<file path="src/booth_pkg.sv">
package booth_pkg;

    // Operand width in bits
    localparam int MUL_WIDTH = 8;

    // Full signed product width
    localparam int PROD_WIDTH = 2 * MUL_WIDTH;

    // Accumulator carries one guard bit
    // so subtracting the most negative multiplicand stays in range
    localparam int ACC_WIDTH = MUL_WIDTH + 1;

    // Step counter must reach MUL_WIDTH itself
    localparam int CNT_WIDTH = $clog2(MUL_WIDTH + 1);

    // Controller states
    typedef enum logic [1:0] {
        ST_IDLE = 2'b00,
        ST_LOAD = 2'b01,
        ST_STEP = 2'b10,
        ST_DONE = 2'b11
    } booth_state_e;

    // Operation applied to the accumulator in one Booth step
    typedef enum logic [1:0] {
        ALU_NOP = 2'b00,
        ALU_ADD = 2'b01,
        ALU_SUB = 2'b10
    } alu_op_e;

endpackage

</file>
<file path="src/booth_data_path.sv">
module booth_data_path (
    input  logic                                    clk,
    input  logic                                    rst,
    input  logic signed [booth_pkg::MUL_WIDTH-1:0]  multiplicand,
    input  logic signed [booth_pkg::MUL_WIDTH-1:0]  multiplier,
    input  logic                                    clear,
    input  logic                                    load,
    input  logic                                    step,
    input  logic                                    show,
    input  booth_pkg::alu_op_e                      alu_op,
    output logic signed [booth_pkg::PROD_WIDTH-1:0] product,
    output logic        [1:0]                       q_pair,
    output logic                                    count_done
);
    import booth_pkg::*;

    // Accumulator, upper half of the running product plus guard bit
    logic signed [ACC_WIDTH-1:0]           acc;
    // Multiplier register, shifts into the lower product half
    logic signed [MUL_WIDTH-1:0]           mq;
    // Multiplicand held for the whole operation
    logic signed [MUL_WIDTH-1:0]           mcand;
    // Bit shifted out below mq, Q(-1) in Booth terms
    logic                                  q_extra;
    // Number of steps taken so far
    logic        [CNT_WIDTH-1:0]           count;

    // Multiplicand widened to accumulator size
    logic signed [ACC_WIDTH-1:0]           mcand_ext;
    // Accumulator after add, subtract or pass
    logic signed [ACC_WIDTH-1:0]           alu_out;
    // Accumulator and multiplier after the right shift
    logic signed [ACC_WIDTH+MUL_WIDTH-1:0] shift_out;

    // Sign extension by one bit
    assign mcand_ext = {mcand[MUL_WIDTH-1], mcand};

    // Add/subtract unit
    always_comb begin
        case (alu_op)
            ALU_ADD: begin
                alu_out = acc + mcand_ext;
            end
            ALU_SUB: begin
                alu_out = acc - mcand_ext;
            end
            default: begin
                // 00 and 11 leave the accumulator alone
                alu_out = acc;
            end
        endcase
    end

    // Shift acc and mq right as one signed word
    // Sign bit of the new accumulator is replicated at the top
    assign shift_out = $signed({alu_out, mq}) >>> 1;

    // Booth pair seen by the controller
    assign q_pair = {mq[0], q_extra};

    // All steps taken
    assign count_done = (count == CNT_WIDTH'(MUL_WIDTH));

    // Guard bit dropped, result always fits in PROD_WIDTH
    assign product = show ? $signed({acc[MUL_WIDTH-1:0], mq}) : '0;

    // Operand and partial product registers
    always_ff @(posedge clk) begin
        if (clear) begin
            acc     <= '0;
            mq      <= '0;
            mcand   <= '0;
            q_extra <= 1'b0;
        end else if (load) begin
            // Capture operands, start from an empty accumulator
            acc     <= '0;
            mq      <= multiplier;
            mcand   <= multiplicand;
            q_extra <= 1'b0;
        end else if (step) begin
            acc     <= shift_out[ACC_WIDTH+MUL_WIDTH-1:MUL_WIDTH];
            mq      <= shift_out[MUL_WIDTH-1:0];
            // Old low multiplier bit becomes the new Q(-1)
            q_extra <= mq[0];
        end
    end

    // Step counter
    always_ff @(posedge clk or negedge rst) begin
        if (!rst) begin
            count <= '0;
        end else if (clear || load) begin
            count <= '0;
        end else if (step) begin
            count <= count + 1'b1;
        end
    end

endmodule

</file>
<file path="src/booth_controller.sv">
module booth_controller (
    input  logic               clk,
    input  logic               rst,
    input  logic               req,
    input  logic [1:0]         q_pair,
    input  logic               count_done,
    output logic               ack,
    output logic               clear,
    output logic               load,
    output logic               step,
    output logic               show,
    output booth_pkg::alu_op_e alu_op
);
    import booth_pkg::*;

    booth_state_e state;
    booth_state_e state_next;

    // State register
    always_ff @(posedge clk or negedge rst) begin
        if (!rst) begin
            state <= ST_IDLE;
        end else begin
            state <= state_next;
        end
    end

    // Next state
    always_comb begin
        state_next = state;
        case (state)
            ST_IDLE: begin
                // Host request starts a multiplication
                if (req) begin
                    state_next = ST_LOAD;
                end
            end
            ST_LOAD: begin
                state_next = ST_STEP;
            end
            ST_STEP: begin
                // Counter reached MUL_WIDTH, product is complete
                if (count_done) begin
                    state_next = ST_DONE;
                end
            end
            ST_DONE: begin
                // Hold the result until the host lets go of req
                if (!req) begin
                    state_next = ST_IDLE;
                end
            end
            default: begin
                state_next = ST_IDLE;
            end
        endcase
    end

    // Idle keeps the datapath zeroed
    // so nothing stale reaches the next load
    assign clear = (state == ST_IDLE);

    // Single load cycle
    assign load = (state == ST_LOAD);

    // Step until the counter says stop
    // last STEP cycle only sees count_done and does no work
    assign step = (state == ST_STEP) && !count_done;

    // Result visible only while done
    assign show = (state == ST_DONE);
    assign ack  = (state == ST_DONE);

    // Booth recoding of {Q0, Q-1}
    always_comb begin
        alu_op = ALU_NOP;
        if (state == ST_STEP) begin
            case (q_pair)
                // End of a run of ones
                2'b01: begin
                    alu_op = ALU_ADD;
                end
                // Start of a run of ones
                2'b10: begin
                    alu_op = ALU_SUB;
                end
                // Inside a run, shift only
                default: begin
                    alu_op = ALU_NOP;
                end
            endcase
        end
    end

endmodule

</file>
<file path="src/booth_multiplier.sv">
module booth_multiplier (
    input  logic                                    clk,
    input  logic                                    rst,
    input  logic                                    req,
    input  logic signed [booth_pkg::MUL_WIDTH-1:0]  multiplicand,
    input  logic signed [booth_pkg::MUL_WIDTH-1:0]  multiplier,
    output logic                                    ack,
    output logic signed [booth_pkg::PROD_WIDTH-1:0] product
);
    import booth_pkg::*;

    // Controller to datapath
    logic    clear;
    logic    load;
    logic    step;
    logic    show;
    alu_op_e alu_op;

    // Datapath status back to the controller
    logic [1:0] q_pair;
    logic       count_done;

    // Handshake and sequencing
    booth_controller booth_controller_inst (
        .clk        (clk),
        .rst        (rst),
        .req        (req),
        .q_pair     (q_pair),
        .count_done (count_done),
        .ack        (ack),
        .clear      (clear),
        .load       (load),
        .step       (step),
        .show       (show),
        .alu_op     (alu_op)
    );

    // Registers, add/subtract and shift
    booth_data_path booth_data_path_inst (
        .clk          (clk),
        .rst          (rst),
        .multiplicand (multiplicand),
        .multiplier   (multiplier),
        .clear        (clear),
        .load         (load),
        .step         (step),
        .show         (show),
        .alu_op       (alu_op),
        .product      (product),
        .q_pair       (q_pair),
        .count_done   (count_done)
    );

endmodule

</file>
<file path="config.mk">
export PLATFORM = sky130hd
export DESIGN_NAME = booth_multiplier
export DESIGN_NICKNAME = d
export VERILOG_FILES = /design/src/booth_pkg.sv /design/src/booth_data_path.sv /design/src/booth_controller.sv /design/src/booth_multiplier.sv
export SDC_FILE = /design/constraint.sdc
export NUM_CORES = 1
export LEC_CHECK = 0
export ABC_AREA = 1
export BUFFER_PORTS_ARGS = -buffer_cell sky130_fd_sc_hd__buf_2
export CORE_MARGIN = 2
export CORE_UTILIZATION = 56
export CTS_BUF_LIST = sky130_fd_sc_hd__clkbuf_4 sky130_fd_sc_hd__clkbuf_8 sky130_fd_sc_hd__clkbuf_16
export CTS_CLUSTER_DIAMETER = 200
export DETAILED_ROUTE_END_ITERATION = 6
export GPL_TIMING_DRIVEN = 0
export PLACE_DENSITY = 0.76
export SYNTH_ARGS = -nofsm -noshare
export SYNTH_HDL_FRONTEND = slang
export SYNTH_SLANG_ARGS = --single-unit
</file>
<file path="constraint.sdc">
create_clock -name clk -period 3.3 [get_ports clk]
set_clock_uncertainty 0.15 [all_clocks]
set_input_delay 0.33 -clock clk [delete_from_list [all_inputs] [get_ports clk]]
set_output_delay 0.33 -clock clk [all_outputs]
set_load 0.05 [all_outputs]
</file>
==> impl_metrics.tcl <==
set metrics [dict create \
    layout_common_cells "nand2_1, inv_1, buf_2" \
    worstSkewPairLatency_ns 0.29 \
    finalHoldViolations 0 \
    grt_use_total 0.238 \
    synth_top_area_cell "dfxtp_1" \
    finalCritPeriodShare 0.923 \
    place_congestion 0.823 \
    die_w_um 65.7 \
    syn_inst 297 \
    clock_path_buffers 2 \
    async_reset_ff_frac 0.194 \
    crit_buf_inv 2 \
    grt_antenna_before_repair 0 \
    drive_above_1_share 0.199 \
    ys_ff_latch 31 \
    cts.sink_count 31 \
    setup_tns_ns 0 \
    min_path_type "in -> reg" \
    drt-wirelength-per-cell_um 11.8 \
    fp-row-count 22 \
    synth_fp_nets 334 \
    slew_headroom 0.702 \
    cts_tree "done" \
    drc_errors 0 \
    required_ns 3.34 \
    cts_setup_buffers 0 \
    rsz0062_at_grt "no" \
    crit_family "compound AO/OA/AOI/OAI gates" \
    drt_first_pass_iters 4 \
    antenna_cells 0 \
    endpoint "booth_data_path_inst.acc[4]" \
    grt_pass1_wl_um 7910 \
    vdd_drop_max_v 0.000705 \
    cp.depth 14 \
    seq_area_um2 651 \
    max_stage_delay_ns 0.40 \
    vias_per_cell 5.05 \
    syn-cell-area_um2 2130 \
    fin_area_um2 2480 \
    dieArea_um2 4310 \
    place_area_um2 2360 \
    r2r-start "booth_controller_inst.state[0]" \
    slew_viol_final 0 \
    holdPathStages 3 \
    power_density_nw_per_um2 1160 \
    rr_worst_depth 14 \
    die_h_um 65.7 \
    multi_input_comb_area_um2 1210 \
    rrSetupSlack_ns 0.25 \
    end_kind "register" \
    wl_um 4590 \
    p_leak_uw 0.00138 \
    synth_area_leaders "dfxtp_1, ha_1, nand2_1" \
    numCtsBuffers 5 \
    cts-root-buf "clkbuf_8" \
    area_growth_pct 16.6 \
    start_util 0.582 \
    grt_pass1_vias 1815 \
    synth_edf_count 0 \
    crit_start "booth_controller_inst.state[0]" \
    reg2reg_to "booth_data_path_inst.acc[4]" \
    critPathSlowestCell "dfrtp_1" \
    drv_cap 0 \
    worst_slew_pin_slew_ns 0.442 \
    ctsHtreeMaxLevel 2 \
    startpoint_type "register" \
    path_clk_slew_ns 0.08 \
    yosys_warnings 0 \
    cp.arrival_ns 3.08 \
    fillCellCount 320 \
    core-area_um2 3660 \
    finalCriticalPeriod_ns 3.05 \
    drt-initial-drc-count 111 \
    grt_start_max_net_pins 11 \
    ios 36 \
    hpwlAfterDp_um 3640 \
    grt-ovfl-total 0 \
    synth.distinct_cells 39 \
    fin_nets 377 \
    synth-main-ff-cell "dfxtp_1" \
    yosys.area.top_type_share 0.235 \
    final_antenna_net_count 0 \
    io_buffer_count 35 \
    setup_viol 0 \
    worstSetupPathType "reg -> reg" \
    ys_seq_area_frac 0.306 \
    vias 1965 \
    final_common_cell "nand2_1" \
    worstPathMaxFanout 8 \
    fmaxAchievable_mhz 328 \
    status "completed" \
    post_synth.cell_area_avg_um2 7.17 \
    path_cells "inv_1 > ha_2 > nand2_1 > nor2_1 > ha_2 > inv_1 > o21ai_0 > ha_1 > a21oi_1 > nand2_1 > a21oi_1 > o21ai_0 > o21bai_1 > o21ai_1" \
]
==> stage by stage <==
step	worst slack, ns	hold WS [ns]	total power [uW]	util	instances
global placement	0.199	0.00812	2510	0.646	380
finish	0.254	0.118	2890	0.678	389
detailed placement	0.0904	0.0115	2560	0.646	380
floorplan	0.565	-0.116	2170	-	297
global route	0.00527	0.131	3190	0.678	389
CTS	0.0916	0.113	2910	0.677	389
==> report_power, final <==
part           switching, uW  internal (uW)
registers                127            536
clock network            151            190
logic                   1230            659
total                   1510           1390
==> flip-flops by register name, summed over array words and instances, names as in the netlist <==
name	flops
booth_controller_inst.state	2
booth_data_path_inst.mq	8
booth_data_path_inst.count	4
booth_data_path_inst.q_extra	1
booth_data_path_inst.acc	8
booth_data_path_inst.mcand	8
==> area by class of cell <==
type	count	area share
Multi-Input combinational cell	201	0.489
Clock buffer	7	0.0388
Buffer	7	0.0166
Inverter	58	0.0917
Clock inverter	1	0.00302
Tap cell	48	0.0242
Timing Repair Buffer	36	0.0746
Sequential cell	31	0.262
==> cells by family (layout without fill, tap and decap cells) <==
kind of cell    Yosys count  count (layout)  synth area share
simple gates            114             114             0.257
buf+inv                  65             109             0.126
compound gates           60              60             0.165
flops                    31              31             0.306
fa+ha+maj                18              18             0.109
xor+xnor                  9               9            0.0370
==> synthesized netlist by cell type (2+ instances only) <==
library cell / n
a21oi_2: 3
nand2_1: 55
inv_1: 54
xor2_1: 7
inv_4: 2
nor2_1: 19
xnor2_1: 2
nand3_1: 26
nand4_1: 2
o21ai_1: 9
nor2_4: 2
ha_1: 17
a21oi_1: 20
buf_2: 3
nor3_1: 2
o21ai_0: 19
o21bai_1: 2
dfxtp_1: 25
dfrtp_1: 6
nor2_2: 2
clkbuf_1: 2
==> worst min-delay path, cell delays in order <==
cell and delay [ns]:
buf_2 0.08, nor2_1 0.03, nor2_1 0.08
==> worst min path at each step <==
stage | slack, ns | endpoint | start
after floorplan | -0.12 | booth_controller_inst.state[0] | rst
after global placement | 0.008 | booth_controller_inst.state[0] | rst
final | 0.12 | booth_data_path_inst.mcand[4] | multiplicand[4]
after detailed placement | 0.01 | booth_controller_inst.state[0] | rst
after CTS | 0.11 | booth_data_path_inst.mcand[7] | multiplicand[7]
after global routing | 0.13 | booth_data_path_inst.mcand[7] | multiplicand[7]
==> repair_timing <==
item | in CTS | in global routing
setup endpoints to repair | 0 | 6
hold buffers | 1 | 0
gates resized for setup | 0 | 2
endpoints found under the hold margin | 6 | 0
==> metal layers <==
layer,share of wire,vias to the layer above,track usage
li1,-,1043,-
met1,0.48,867,0.308
met2,0.46,47,0.388
met3,0.040,8,0.0462
met4,0.024,0,0.0990
met5,0,-,0
(Power assumes the default switching activity.)
